**src/hdl/ciaBus_macros.svh**
```systemverilog
`ifndef CIA_BUS_MACROS_SVH
`define CIA_BUS_MACROS_SVH

// One E period is 40 cycles of the 28 MHz clock.
// E is low for 24 cycles and high for 16.
`define CIA_E_PERIOD 40

// Phase at which E is set high.
`define CIA_E_RISE 24

// The select window closes here, early in the next E period.
`define CIA_VMA_CLEAR 3

// A pending request opens the select window here, ahead of the E rise.
`define CIA_VMA_SET 17

// Number of CIA chips on the bus.
`define CIA_COUNT 2

// A23 to A16 value that marks CIA space.
`define CIA_REGION 8'hBF

`endif

```
**src/hdl/ciaBusPkg.sv**
```systemverilog
package ciaBusPkg;

    //////////////////////////////
    // CPU address views
    //////////////////////////////

    // Field layout of CPU address bits 23 to 1 as the CIA decode sees them.
    // The fields are listed from the most significant bit down.
    typedef struct packed {
        // A23 to A16. CIA space is the BF page.
        logic [7:0] region;
        // A15 and A14 take no part in the CIA decode.
        logic [1:0] upperBits;
        // A13 and A12, both active low. Bit 1 enables CIA 1 and bit 0 enables CIA 0.
        logic [1:0] chipEnN;
        // A11 to A8 go straight to the RS pins of both chips.
        logic [3:0] regNum;
        // A7 to A1 are left to the data path.
        logic [6:0] lowBits;
    } ciaFields_t;

    // The address word is read both as a flat address and as CIA fields.
    // Both views cover the same 23 bits.
    typedef union packed {
        logic [22:0] raw;
        ciaFields_t  cia;
    } ciaAddr_t;

    //////////////////////////////
    // E clock timebase
    //////////////////////////////

    // Position within one E period.
    // Only the values 0 to 39 occur, so six bits are enough.
    typedef logic [5:0] ePhase_t;

endpackage

```
**src/hdl/ciaAckMerge.sv**
```systemverilog
`timescale 1ns/1ps

`include "ciaBus_macros.svh"

module ciaAckMerge (
    input  logic                  CLK28_IN,
    input  logic                  rstN,
    input  logic [`CIA_COUNT-1:0] chanAck,
    output logic                  cycleAck
);

    //////////////////////////////
    // CPU acknowledge
    //////////////////////////////

    // When both chips are selected, their acknowledges arrive on the same
    // cycle. The OR then gives the CPU a single pulse for the access.
    // Each channel acknowledge is one cycle long, and so is the merged one.

    // The OR goes through one more register before it reaches the CPU.
    // The CPU therefore sees the acknowledge two clocks after the last
    // phase of the E period.
    // The asynchronous reset holds the acknowledge low for the whole reset,
    // so a CPU coming out of reset never sees a bus cycle end by mistake.
    always_ff @(posedge CLK28_IN or negedge rstN) begin
        if (!rstN) begin
            cycleAck <= 1'b0;
        end else begin
            cycleAck <= |chanAck;
        end
    end

    // The CPU drops its address strobe once it sees this pulse.
    // By the next open point the decoder no longer raises a request.

endmodule

```
**src/hdl/ciaAddressDecoder.sv**
```systemverilog
`timescale 1ns/1ps

`include "ciaBus_macros.svh"

module ciaAddressDecoder (
    input  logic                  CLK28_IN,
    input  logic                  rstN,
    input  ciaBusPkg::ciaAddr_t   address,
    input  logic                  addrStrobe,
    output logic [`CIA_COUNT-1:0] ciaRequest,
    output logic [3:0]            regSelect
);

    // The decode is purely combinational.
    // CLK28_IN and rstN are here so that every block wires up the same way.
    // Neither one reaches the logic below.

    //////////////////////////////
    // Region match
    //////////////////////////////

    // CIA space is the whole BF page.
    // Odd and even byte accesses are not told apart here, since the
    // data path handles which half of the bus each chip drives.
    logic regionHit;

    assign regionHit = (address.cia.region == `CIA_REGION);

    //////////////////////////////
    // Chip requests
    //////////////////////////////

    // Each CIA has its own active-low enable bit in the address.
    // A12 belongs to CIA 0 and A13 to CIA 1.
    // Both bits low selects both chips at once. That is legal, and the
    // channels then run in parallel.
    // A request is only raised while the CPU holds its address strobe, so
    // a stale address between cycles cannot start a CIA access.
    always_comb begin
        for (int i = 0; i < `CIA_COUNT; i++) begin
            ciaRequest[i] = addrStrobe && regionHit && !address.cia.chipEnN[i];
        end
    end

    //////////////////////////////
    // Register select
    //////////////////////////////

    // A11 to A8 choose one of the 16 registers inside a CIA.
    // Both chips share these pins, and only a selected chip acts on them.
    // They are passed on without gating, so they settle well before the
    // select window opens.
    assign regSelect = address.cia.regNum;

    // A23 to A16 were tested above.
    // A7 to A1, and A15 and A14, play no part in CIA selection.

endmodule

```
**src/hdl/ciaBusInterface.sv**
```systemverilog
`timescale 1ns/1ps

`include "ciaBus_macros.svh"

module ciaBusInterface (
    input  logic                  CLK28_IN,
    input  logic                  rstN,
    input  ciaBusPkg::ciaAddr_t   address,
    input  logic                  addrStrobe,
    output logic                  eClk,
    output logic [`CIA_COUNT-1:0] ciaSelN,
    output logic [3:0]            regSelect,
    output logic                  cycleAck
);

    import ciaBusPkg::*;

    // Shared timebase, visible on the top level only as E.
    ePhase_t ePhase;
    logic    vmaOpen;
    logic    vmaClose;
    logic    ackPoint;

    // Decoder to channel requests, and channel to merger acknowledges.
    logic [`CIA_COUNT-1:0] ciaRequest;
    logic [`CIA_COUNT-1:0] chanAck;

    //////////////////////////////
    // Timebase and decode
    //////////////////////////////

    eClockGen eClockGen_inst (
        .CLK28_IN (CLK28_IN),
        .rstN     (rstN),
        .ePhase   (ePhase),
        .eClk     (eClk),
        .vmaOpen  (vmaOpen),
        .vmaClose (vmaClose),
        .ackPoint (ackPoint)
    );

    ciaAddressDecoder ciaAddressDecoder_inst (
        .CLK28_IN   (CLK28_IN),
        .rstN       (rstN),
        .address    (address),
        .addrStrobe (addrStrobe),
        .ciaRequest (ciaRequest),
        .regSelect  (regSelect)
    );

    //////////////////////////////
    // Channels and acknowledge
    //////////////////////////////

    // One sequencer for each CIA. All of them share the phase strobes.
    for (genvar i = 0; i < `CIA_COUNT; i++) begin : gen_channel
        ciaChannel ciaChannel_inst (
            .CLK28_IN   (CLK28_IN),
            .rstN       (rstN),
            .ciaRequest (ciaRequest[i]),
            .vmaOpen    (vmaOpen),
            .vmaClose   (vmaClose),
            .ackPoint   (ackPoint),
            .ciaSelN    (ciaSelN[i]),
            .chanAck    (chanAck[i])
        );
    end

    ciaAckMerge ciaAckMerge_inst (
        .CLK28_IN (CLK28_IN),
        .rstN     (rstN),
        .chanAck  (chanAck),
        .cycleAck (cycleAck)
    );

endmodule

```
**src/hdl/ciaChannel.sv**
```systemverilog
`timescale 1ns/1ps

module ciaChannel (
    input  logic CLK28_IN,
    input  logic rstN,
    input  logic ciaRequest,
    input  logic vmaOpen,
    input  logic vmaClose,
    input  logic ackPoint,
    output logic ciaSelN,
    output logic chanAck
);

    // One of these runs for each CIA chip.
    // All copies share the phase strobes from the E clock generator.
    // Chips selected together therefore open, acknowledge and close on the
    // same cycles.

    //////////////////////////////
    // Select window
    //////////////////////////////

    // Set while this chip owns a select window.
    logic active;

    // The window opens at the VMA point when a request is pending.
    // The request is only sampled there. If it drops later, the window
    // still stays open, since the chip has already seen the cycle start
    // and must finish it on the E edge.
    // The window closes at the clear point in the following period.
    // By then the acknowledge has already gone out.
    always_ff @(posedge CLK28_IN or negedge rstN) begin
        if (!rstN) begin
            active <= 1'b0;
        end else if (vmaClose) begin
            active <= 1'b0;
        end else if (vmaOpen && ciaRequest) begin
            active <= 1'b1;
        end
    end

    // The chip select is active low and follows the window flag.
    // It goes low one cycle after the open point and high again one cycle
    // after the clear point.
    assign ciaSelN = ~active;

    //////////////////////////////
    // Acknowledge
    //////////////////////////////

    // The CIA finishes its transfer as E falls.
    // The acknowledge is registered from the last phase before that edge,
    // so it appears in the first cycle of the new period.
    // A window runs from phase 17 to phase 3 of the next period, so it
    // holds exactly one last phase and gives exactly one acknowledge.
    always_ff @(posedge CLK28_IN or negedge rstN) begin
        if (!rstN) begin
            chanAck <= 1'b0;
        end else begin
            chanAck <= ackPoint && active;
        end
    end

    // An idle channel does nothing until the next open point.
    // A CPU that keeps its strobe up is simply picked up there.

endmodule

```
**src/hdl/eClockGen.sv**
```systemverilog
`timescale 1ns/1ps

`include "ciaBus_macros.svh"

module eClockGen (
    input  logic              CLK28_IN,
    input  logic              rstN,
    output ciaBusPkg::ePhase_t ePhase,
    output logic              eClk,
    output logic              vmaOpen,
    output logic              vmaClose,
    output logic              ackPoint
);

    import ciaBusPkg::*;

    // Last phase of the period. The counter wraps to 0 after it.
    localparam ePhase_t LAST_PHASE = ePhase_t'(`CIA_E_PERIOD - 1);

    //////////////////////////////
    // Phase counter
    //////////////////////////////

    // The counter runs from the 28 MHz clock and not from the CPU clock.
    // A video device that takes over the CPU clock therefore cannot stretch E.
    // Each period holds 40 steps.
    always_ff @(posedge CLK28_IN or negedge rstN) begin
        if (!rstN) begin
            ePhase <= '0;
        end else if (ePhase == LAST_PHASE) begin
            ePhase <= '0;
        end else begin
            ePhase <= ePhase + ePhase_t'(1);
        end
    end

    //////////////////////////////
    // E clock
    //////////////////////////////

    // E is a register, so it has no decode glitches.
    // It is cleared at the start of the period and set at the rise phase.
    // Because of the register it changes one clock after those phases.
    // That gives 24 low cycles followed by 16 high cycles.
    always_ff @(posedge CLK28_IN or negedge rstN) begin
        if (!rstN) begin
            eClk <= 1'b0;
        end else if (ePhase == '0) begin
            eClk <= 1'b0;
        end else if (ePhase == ePhase_t'(`CIA_E_RISE)) begin
            eClk <= 1'b1;
        end
    end

    //////////////////////////////
    // Phase strobes
    //////////////////////////////

    // Each strobe is high for exactly one cycle per period.
    // All channels read the same strobes, so they stay in lockstep with E.

    // A request seen here takes the select window.
    assign vmaOpen  = (ePhase == ePhase_t'(`CIA_VMA_SET));

    // The window closes here, after the E cycle has finished.
    assign vmaClose = (ePhase == ePhase_t'(`CIA_VMA_CLEAR));

    // Last cycle before E falls. The acknowledge is timed from this point.
    assign ackPoint = (ePhase == LAST_PHASE);

endmodule

```
**config.mk**
```make
export PLATFORM = sky130hd
export DESIGN_NAME = ciaBusInterface
export DESIGN_NICKNAME = d
export VERILOG_FILES = /design/src/hdl/ciaBusPkg.sv /design/src/hdl/ciaAckMerge.sv /design/src/hdl/ciaAddressDecoder.sv /design/src/hdl/ciaBusInterface.sv /design/src/hdl/ciaChannel.sv /design/src/hdl/eClockGen.sv
export VERILOG_INCLUDE_DIRS = /design/src /design/src/hdl
export SDC_FILE = /design/constraint.sdc
export NUM_CORES = 1
export LEC_CHECK = 0
export BUFFER_PORTS_ARGS = -buffer_cell sky130_fd_sc_hd__buf_2
export CORE_MARGIN = 2
export CORE_UTILIZATION = 25
export CTS_CLUSTER_SIZE = 30
export DETAILED_ROUTE_END_ITERATION = 7
export PLACE_DENSITY = 0.47
export SYNTH_ARGS = -nofsm -noshare
export SYNTH_HDL_FRONTEND = slang
export SYNTH_SLANG_ARGS = --single-unit
```
**constraint.sdc**
```tcl
create_clock -name CLK28_IN -period 2.5 [get_ports CLK28_IN]
set_input_delay 0.25 -clock CLK28_IN [delete_from_list [all_inputs] [get_ports CLK28_IN]]
set_output_delay 0.25 -clock CLK28_IN [all_outputs]
set_load 0.005 [all_outputs]
```
==> flow_summary.json, run 1 <==
{
  "worstRegToRegCells": 4,
  "syn_nets": 89,
  "startpoint": "eClockGen_inst.ePhase[0]$_DFF_PN0_",
  "cts_resized": 0,
  "min_from": "address[12]",
  "slowest_delay_ns": 0.47,
  "place_congestion": 0.7296,
  "wirelength_mm": 1.135,
  "dieArea_mm2": 0.002880,
  "initial_utilization": 0.2710,
  "status": "finished clean",
  "p_leak_nw": 0.3400,
  "hold_path_class": "input port to register",
  "die_width_um": 53.67,
  "critPathSlowestCell": "or3b_1",
  "grt_use_total": 0.09499,
  "clock_skew_ns": 0.005737,
  "synth_cells": 60,
  "grt_pass1_wl_mm": 1.863,
  "whs_endpoint": "gen_channel[1].ciaChannel_inst.active$_DFFE_PN0P_",
  "power.total_mw": 0.3658,
  "antenna_found_initial": 0,
  "wl_per_cell_um": 11.24,
  "drt-vias-per-instance": 4.564,
  "maxSlewHeadroom": 0.7948,
  "cp-start-kind": "register",
  "syn_avg_cell_area_um2": 10.28,
  "drive_gt1_frac": 0.3014,
  "rsz0062_at_grt": "false",
  "antenna_cells": 0,
  "setup_tns_ns": 0,
  "ir_worst_vdd_v": 0.0001973,
  "hold_viol": 0,
  "setup_slack_ns": 0.8915,
  "nets": 103,
  "clk_latency_ns": 0.28,
  "reg2reg_slack_ns": 0.89,
  "ys_warn_count": 0,
  "overflow": 0,
  "setup_violations": 0,
  "cts-root-buf": "clkbuf_4",
  "worstMarginPinSlew_ns": 0.3077,
  "firstDrtPassIters": 3,
  "max_cap_viol_count": 0,
  "rows": 17,
  "finalInstanceArea_um2": 723.2,
  "fmax_ghz": 0.6217,
  "power_density_mw_per_mm2": 505.8,
  "crit_path_end_kind": "register",
  "pre_cts_ws_ns": 0.8939,
  "r2r-start": "eClockGen_inst.ePhase[0]$_DFF_PN0_",
  "drc_errors": 0,
  "clock-sinks": 12,
  "core_mm2": 0.002276,
  "yosysSeqAreaShare": 0.4868,
  "drv_slew": 0,
  "boundaryPins": 34,
  "cp_max_fo": 6,
  "cp.arrival_ns": 1.77,
  "placed_area_um2": 676.9,
  "synth_cell_types": 24,
  "r2r_end": "gen_channel[0].ciaChannel_inst.active$_DFFE_PN0P_",
  "crit_type": "register to register",
  "cp_cell_sequence": "ha_1, or3b_1, nor3_1, o31ai_1",
  "numCtsBuffers": 3,
  "vias": 461,
  "finalCritPeriodShare": 0.6434,
  "grt_max_degree": 13,
  "drt_iter0_markers": 3,
  "ys_ff_latch": 12,
  "required_ns": 2.66,
  "post-route-min-period_ns": 1.609,
  "hpwl_um": 866.9,
  "areaGrowthSynthToFinish_pct": 17.24,
  "ctsHtreeMaxLevel": 1,
  "path_clk_slew_ns": 0.08,
  "drtAntennaViolNets": 0,
  "netlist_area_um2": 616.8,
  "cts_tree": "yes",
  "clk_path_buf_depth": 2,
  "holdPathStages": 2,
  "die_height_um": 53.67,
  "grt_pass1_vias": 406,
  "portBuffers": 16
}
==> cells in the mapped netlist <==
| cell type | instances | area [um2] |
|---|---|---|
| nor2_1 | 4 | 15.01 |
| o31ai_1 | 4 | 30.03 |
| buf_4 | 6 | 45.04 |
| buf_2 | 2 | 10.01 |
| or2_2 | 1 | 6.260 |
| or3_1 | 1 | 6.260 |
| nor2_2 | 1 | 6.260 |
| or4b_1 | 1 | 10.01 |
| ha_1 | 3 | 37.54 |
| a21oi_1 | 2 | 10.01 |
| inv_1 | 4 | 15.01 |
| nor2b_1 | 1 | 6.260 |
| a31oi_1 | 1 | 6.260 |
| dfrtp_1 | 12 | 300.3 |
| and4b_1 | 2 | 20.02 |
| nand4_1 | 1 | 6.260 |
| and4_1 | 1 | 8.760 |
| nand3_1 | 3 | 15.01 |
| or3b_1 | 1 | 8.760 |
| o21ai_0 | 1 | 5.000 |
| nor3_1 | 3 | 15.01 |
| nand2_1 | 2 | 7.510 |
| xor2_1 | 2 | 17.52 |
| xnor2_1 | 1 | 8.760 |
==> where the power goes <==
| part | internal [mW] | switching (mW) |
|---|---|---|
| clock network | 0.0886 | 0.0693 |
| logic | 0.00794 | 0.00601 |
| registers | 0.194 | 0 |
| total | 0.290 | 0.0753 |
==> registers in the layout, summed over array words and instances (netlist names) <==
register and count:
eClockGen_inst.ePhase 6, gen_channel.ciaChannel_inst.active 2, gen_channel.ciaChannel_inst.chanAck 2, ciaAckMerge_inst.cycleAck 1, eClockGen_inst.eClk 1
==> critical path: cells and delay by family, from the launching register on <==
| kind | cells | cell delay (ns) |
|---|---|---|
| and+or+nand+nor | 2 | 0.71 |
| adders and majority gates | 1 | 0.23 |
| DFF | 1 | 0.44 |
| AOI/OAI and AO/OA | 1 | 0.11 |
==> routing by layer <==
layer  share of wire  track usage  routed length, um
met5               0            0                  0
met4               0      0.01282                  0
met3           0.074      0.05833                 84
met2            0.44       0.1280                494
met1            0.49       0.1306                556
==> layout by cell type (no fill, tap or decap), types with 2 or more instances in the layout <==
cell type  count
nor3_1         3
clkbuf_4       3
and4b_1        2
a21oi_1        2
xor2_1         2
nand2_1        2
o31ai_1        4
inv_1          4
nor2_1         4
dfrtp_1       12
nand3_1        3
ha_1           3
buf_2         16
==> logic make-up after synthesis <==
| group | Yosys count | synth area share |
|---|---|---|
| adder cells (fa/ha/maj) | 3 | 0.06086 |
| AO/OA/AOI/OAI | 8 | 0.08317 |
| buffers and inverters | 12 | 0.1136 |
| flip-flops | 12 | 0.4868 |
| AND/OR/NAND/NOR | 22 | 0.2130 |
| XOR/XNOR | 3 | 0.04260 |
==> worst max-delay path by stage <==
stage                     depth (start not counted)                                                end  slack [ns]
final                                             4  gen_channel[0].ciaChannel_inst.active$_DFFE_PN0P_        0.89
after global routing                              4  gen_channel[0].ciaChannel_inst.active$_DFFE_PN0P_        0.79
after CTS                                         4  gen_channel[0].ciaChannel_inst.active$_DFFE_PN0P_        0.88
after detailed placement                          4  gen_channel[0].ciaChannel_inst.active$_DFFE_PN0P_        0.89
after global placement                            4  gen_channel[0].ciaChannel_inst.active$_DFFE_PN0P_        0.91
after floorplan                                   5  gen_channel[0].ciaChannel_inst.active$_DFFE_PN0P_        1.02
==> through the flow <==
stage	cells	util	hold slack [ns]
final	101	0.3178	0.1449
after global routing	101	0.3178	0.1357
after CTS	101	0.3178	0.1420
after detailed placement	96	0.2974	0.1487
after global placement	96	0.2974	0.1466
after floorplan	60	-	-0.04559
==> what timing repair did <==
| action | in CTS | in global routing |
|---|---|---|
| setup endpoints to repair | 0 | 0 |
| setup buffers | 0 | 0 |
| endpoints found under the hold margin | 12 | 0 |
| hold buffers | 1 | 0 |
==> layout make-up <==
cell class	count	area, um2
Sequential cell	12	300.3
Clock buffer	4	36.28
Timing Repair Buffer	17	90.09
Inverter	4	15.01
Multi-Input combinational cell	36	246.5
Fill cell	246	1553
Tap cell	28	35.03
(Power assumes the default switching activity.)
==> run 2, diff against run 1 <==
==> constraint.sdc (replaced) <==
create_clock -name CLK28_IN -period 1.5 [get_ports CLK28_IN]
set_input_delay 0.15 -clock CLK28_IN [delete_from_list [all_inputs] [get_ports CLK28_IN]]
set_output_delay 0.15 -clock CLK28_IN [all_outputs]
set_load 0.005 [all_outputs]
==> flow_summary.json, run 2 (same netlist as run 1, synthesis figures left out) <==
{
  "cp.arrival_ns": 1.62,
  "cts-root-buf": "clkbuf_4",
  "slowest_delay_ns": 0.43,
  "switchingPower_mw": 0.1079,
  "p_leak_nw": 0.3714,
  "crit_path_end_kind": "register",
  "largest-register": "eClockGen_inst.ePhase",
  "final_util": 0.3529,
  "comb_power_share": 0.043,
  "path_clk_slew_ns": 0.07,
  "setup_slack_ns": 0.02178,
  "drt-vias-per-instance": 4.462,
  "wl_per_cell_um": 11.70,
  "layoutNonFillerInstCount": 106,
  "cpLargestDelayFamily": "simple AND/OR/NAND/NOR gates",
  "antenna_found_initial": 0,
  "setup_violations": 0,
  "dp_cells": 102,
  "max_cap_viol_count": 0,
  "overflow": 0,
  "drc_errors": 0,
  "drtAntennaViolNets": 0,
  "clk_path_buf_depth": 2,
  "clk_latency_ns": 0.27,
  "crit_type": "register to register",
  "final_cell_mix": "buf_2 (16), dfrtp_1 (12), buf_4 (6), nor2_1 (4)",
  "finalCritPeriodShare": 0.9855,
  "antenna_cells": 0,
  "ctsHtreeMaxLevel": 1,
  "numCtsBuffers": 3,
  "required_ns": 1.64,
  "rows": 17,
  "post-route-min-period_ns": 1.478,
  "drive_gt1_frac": 0.4872,
  "firstDrtPassIters": 4,
  "maxSlewHeadroom": 0.8148,
  "power_density_mw_per_mm2": 668.9,
  "rsz0062_at_grt": "true",
  "worstMarginPinSlew_ns": 0.2779,
  "portBuffers": 16,
  "seqPwrFrac": 0.602,
  "finalInstanceArea_um2": 803.3,
  "largest_reg_flops": 6,
  "wirelength_mm": 1.240,
  "vias": 473,
  "crit_buf_inv": 0,
  "drv_slew": 0,
  "grt_use_total": 0.1014,
  "placed_area_um2": 721.9,
  "fmax_ghz": 0.6765,
  "switching_share": 0.2009,
  "hpwl_um": 935.9,
  "pre_cts_ws_ns": -0.02154,
  "ir_worst_vdd_v": 0.0002580,
  "clock-sinks": 12,
  "dieArea_mm2": 0.002880,
  "boundaryPins": 34,
  "nets": 109,
  "reg_top3": "eClockGen_inst.ePhase x6, gen_channel.ciaChannel_inst.active x2, gen_channel.ciaChannel_inst.chanAck x2",
  "die_height_um": 53.67,
  "clock_skew_ns": 0.001485,
  "status": "finished clean",
  "grt_pass1_wl_mm": 2.028,
  "die_width_um": 53.67,
  "hold_path_class": "input port to register",
  "hold_viol": 0,
  "power.total_mw": 0.5373,
  "areaGrowthSynthToFinish_pct": 30.22,
  "cp_max_fo": 5,
  "place_congestion": 0.7175,
  "cp_cell_sequence": "ha_2, or3b_4, o31ai_4, o31ai_1",
  "cp-start-kind": "register",
  "critPathSlowestCell": "or3b_4",
  "cts_tree": "yes",
  "core_mm2": 0.002276,
  "power.share.clock": 0.355,
  "grt_pass1_vias": 468,
  "p_int_mw": 0.4294,
  "drt_iter0_markers": 14,
  "final_common_cell": "buf_2",
  "initial_utilization": 0.2710,
  "grt_max_degree": 13
}
-- run 2: through the flow --
stage | hold WS (ns) | TNS, ns
6_report | 0.06792 | 0
5_1_grt | 0.05945 | -0.2309
4_1_cts | 0.06070 | -0.0007342
3_5_place_dp | 0.04465 | -0.03292
3_3_place_gp | 0.04848 | 0
2_1_floorplan | -0.1456 | 0
-- run 2: final timing paths --
path | from | endpoint | slack, ns | depth (start not counted)
setup / recovery | eClockGen_inst.ePhase[0]$_DFF_PN0_ | gen_channel[0].ciaChannel_inst.active$_DFFE_PN0P_ | 0.02 | 4
hold / removal | address[12] | gen_channel[1].ciaChannel_inst.active$_DFFE_PN0P_ | 0.07 | 2
setup reg to reg | eClockGen_inst.ePhase[0]$_DFF_PN0_ | gen_channel[0].ciaChannel_inst.active$_DFFE_PN0P_ | 0.02 | 4
hold reg to reg | gen_channel[0].ciaChannel_inst.chanAck$_DFF_PN0_ | ciaAckMerge_inst.cycleAck$_DFF_PN0_ | 0.43 | 1
max in group asynchronous | rstN | eClockGen_inst.ePhase[5]$_DFF_PN0_ | 1.00 | 2
min in group asynchronous | rstN | eClockGen_inst.ePhase[3]$_DFF_PN0_ | 0.28 | 2
-- run 2: layer usage --
layer  up-vias  routed length (um)  track usage
li1        239                   -            -
met1       220                 584       0.1392
met2        14                 567       0.1341
met3         0                  88      0.05833
met4         0                   0      0.02564
met5         -                   0            0
-- run 2: what timing repair did --
| action | 4_1_cts | 5_1_grt |
|---|---|---|
| cloned | 0 | 0 |
| resized for setup | 2 | 10 |
| pin swaps | 0 | 1 |
| endpoints found under the setup margin | 2 | 4 |
| endpoints found under the hold margin | 12 | 0 |
| setup buffers | 0 | 0 |
| hold buffers | 1 | 0 |
-- run 2: cell type report --
type	instances	area (um2)
multi-input combinational	36	295.3
inverter	4	15.01
timing repair buffer	23	135.1
fill	233	1473
sequential	12	300.3
tap	28	35.03
clock buffer	3	22.52
-- run 2: power groups by stage --
stage	logic, mW	clock network, mW	registers, mW
floorplan	0.00971	0	0.330
global placement	0.0217	0	0.330
global route	0.0268	0.226	0.323
finish	0.0233	0.191	0.323
CTS	0.0240	0.202	0.323
detailed placement	0.0218	0	0.330
==> run 3, diff against run 2 <==
--- a/config.mk
+++ b/config.mk
@@ -11,7 +11,7 @@
 export CORE_UTILIZATION = 25
 export CTS_CLUSTER_SIZE = 30
 export DETAILED_ROUTE_END_ITERATION = 7
-export PLACE_DENSITY = 0.47
+export PLACE_DENSITY = 0.52
 export SYNTH_ARGS = -nofsm -noshare
 export SYNTH_HDL_FRONTEND = slang
 export SYNTH_SLANG_ARGS = --single-unit
==> flow_summary.json, run 3 (same netlist as run 1, synthesis figures left out) <==
{
  "cpLargestDelayFamily": "simple AND/OR/NAND/NOR gates",
  "setup_slack_ns": 0.04486,
  "crit_type": "register to register",
  "largest-register": "eClockGen_inst.ePhase",
  "holdPathStages": 2,
  "final_common_cell": "buf_2",
  "dieArea_mm2": 0.002880,
  "cts_tree": "yes",
  "path_clk_slew_ns": 0.08,
  "largest_reg_flops": 6,
  "rsz0062_at_grt": "true",
  "ctsHtreeMaxLevel": 1,
  "cp-start-kind": "register",
  "reg2reg_slack_ns": 0.04,
  "drtAntennaViolNets": 0,
  "place_congestion": 0.7394,
  "maxSlewHeadroom": 0.8211,
  "nets": 110,
  "portBuffers": 16,
  "final_cell_mix": "buf_2 (16), dfrtp_1 (11), buf_4 (7)",
  "vias": 470,
  "clock-sinks": 12,
  "cp_cell_sequence": "inv_1, ha_2, or4b_4, a21oi_2, nor2_1",
  "drive_gt1_frac": 0.4500,
  "cts-root-buf": "clkbuf_4",
  "drv_slew": 0,
  "grt_pass1_wl_mm": 1.966,
  "hold_path_class": "input port to register",
  "fmax_ghz": 0.6872,
  "antenna_found_initial": 0,
  "slowest_delay_ns": 0.46,
  "hpwl_um": 909.2,
  "finalInstanceArea_um2": 797.0,
  "p_leak_nw": 0.3810,
  "die_height_um": 53.67,
  "numCtsBuffers": 3,
  "clock_skew_ns": 0.003925,
  "fin_hold_ws_ns": 0.06440,
  "clk_path_buf_depth": 2,
  "setup_violations": 0,
  "status": "finished clean",
  "firstDrtPassIters": 2,
  "max_cap_viol_count": 0,
  "min_from": "address[12]",
  "boundaryPins": 34,
  "grt_max_degree": 13,
  "rows": 17,
  "pre_cts_ws_ns": -0.007304,
  "power_density_mw_per_mm2": 752.6,
  "wirelength_mm": 1.148,
  "drc_errors": 0,
  "required_ns": 1.66,
  "crit_buf_inv": 1,
  "finalCritPeriodShare": 0.9701,
  "clk_latency_ns": 0.27,
  "r2r-start": "eClockGen_inst.ePhase[1]$_DFF_PN0_",
  "reg_top3": "eClockGen_inst.ePhase x6, gen_channel.ciaChannel_inst.active x2, gen_channel.ciaChannel_inst.chanAck x2",
  "critPathSlowestCell": "or4b_4",
  "crit_path_end_kind": "register",
  "die_width_um": 53.67,
  "worstMarginPinSlew_ns": 0.2684,
  "antenna_cells": 0,
  "wl_per_cell_um": 10.63,
  "grt_pass1_vias": 448,
  "areaGrowthSynthToFinish_pct": 29.21,
  "drt-vias-per-instance": 4.352,
  "initial_utilization": 0.2710,
  "r2r_end": "eClockGen_inst.eClk$_DFFE_PN0P_",
  "ir_worst_vdd_v": 0.0003133,
  "nFillCells": 227,
  "whs_endpoint": "gen_channel[1].ciaChannel_inst.active$_DFFE_PN0P_",
  "overflow": 0,
  "drt_iter0_markers": 5,
  "hold_viol": 0,
  "cp_max_fo": 4,
  "worstRegToRegCells": 5,
  "placed_area_um2": 721.9,
  "grt_use_total": 0.09685,
  "core_mm2": 0.002276,
  "post-route-min-period_ns": 1.455,
  "cp.arrival_ns": 1.62
}
==> run 3: cell types whose count changed in the layout (fill, tap and decap cells not counted), sizes merged <==
cell / before / now
buf: 22 / 23
clkbuf: 3 / 4
==> run 3: timing repair <==
item                                   in CTS  in global routing
gates resized for setup                     2                  5
endpoints found under the hold margin      12                  0
setup endpoints to repair                   2                  9
setup buffers                               0                  1
hold buffers                                1                  0
pin swaps                                   0                  0
==> run 3: cell type report <==
class / instances / area, um2 / area share
clock buffers: 4 / 36.28 / 0.04553
multi-input cells: 36 / 266.5 / 0.3344
well taps: 28 / 35.03 / 0.04396
flip-flops and latches: 12 / 301.5 / 0.3783
inverters: 4 / 15.01 / 0.01884
repair buffers: 24 / 142.6 / 0.1790
==> run 3: worst max path at each step <==
stage | from | to | slack [ns] | cells after the start
after global routing | eClockGen_inst.ePhase[0]$_DFF_PN0_ | eClockGen_inst.eClk$_DFFE_PN0P_ | -0.01 | 5
after global placement | eClockGen_inst.ePhase[0]$_DFF_PN0_ | gen_channel[0].ciaChannel_inst.active$_DFFE_PN0P_ | 0.02 | 4
after detailed placement | eClockGen_inst.ePhase[0]$_DFF_PN0_ | gen_channel[1].ciaChannel_inst.active$_DFFE_PN0P_ | -0.007 | 4
after floorplan | eClockGen_inst.ePhase[0]$_DFF_PN0_ | gen_channel[0].ciaChannel_inst.active$_DFFE_PN0P_ | 0.02 | 5
after CTS | eClockGen_inst.ePhase[0]$_DFF_PN0_ | gen_channel[1].ciaChannel_inst.active$_DFFE_PN0P_ | 0.01 | 4
final | eClockGen_inst.ePhase[1]$_DFF_PN0_ | eClockGen_inst.eClk$_DFFE_PN0P_ | 0.04 | 5
==> run 3: metal layers <==
metal | track usage | vias up | share of wire | wire [um]
li1 | - | 242 | - | -
met1 | 0.1276 | 213 | 0.49 | 559
met2 | 0.1463 | 15 | 0.44 | 500
met3 | 0.02778 | 0 | 0.077 | 88
met4 | 0.04274 | 0 | 0 | 0
met5 | 0 | - | 0 | 0
==> run 3: power by group <==
part / total (mW) / switching [mW] / internal, mW
Sequential: 0.323 / 0 / 0.323
Clock: 0.254 / 0.107 / 0.147
Combinational: 0.0229 / 0.00968 / 0.0133
Total: 0.600 / 0.116 / 0.484
==> run 3: per-stage QoR <==
step           setup TNS, ns  total power [mW]  cells    util
2_1_floorplan              0            0.3394     60       -
3_3_place_gp               0            0.3509    102  0.3172
3_5_place_dp        -0.01011            0.3513    102  0.3172
4_1_cts                    0            0.6039    107  0.3408
5_1_grt             -0.03329            0.6306    108  0.3502
6_report                   0            0.5998    108  0.3502
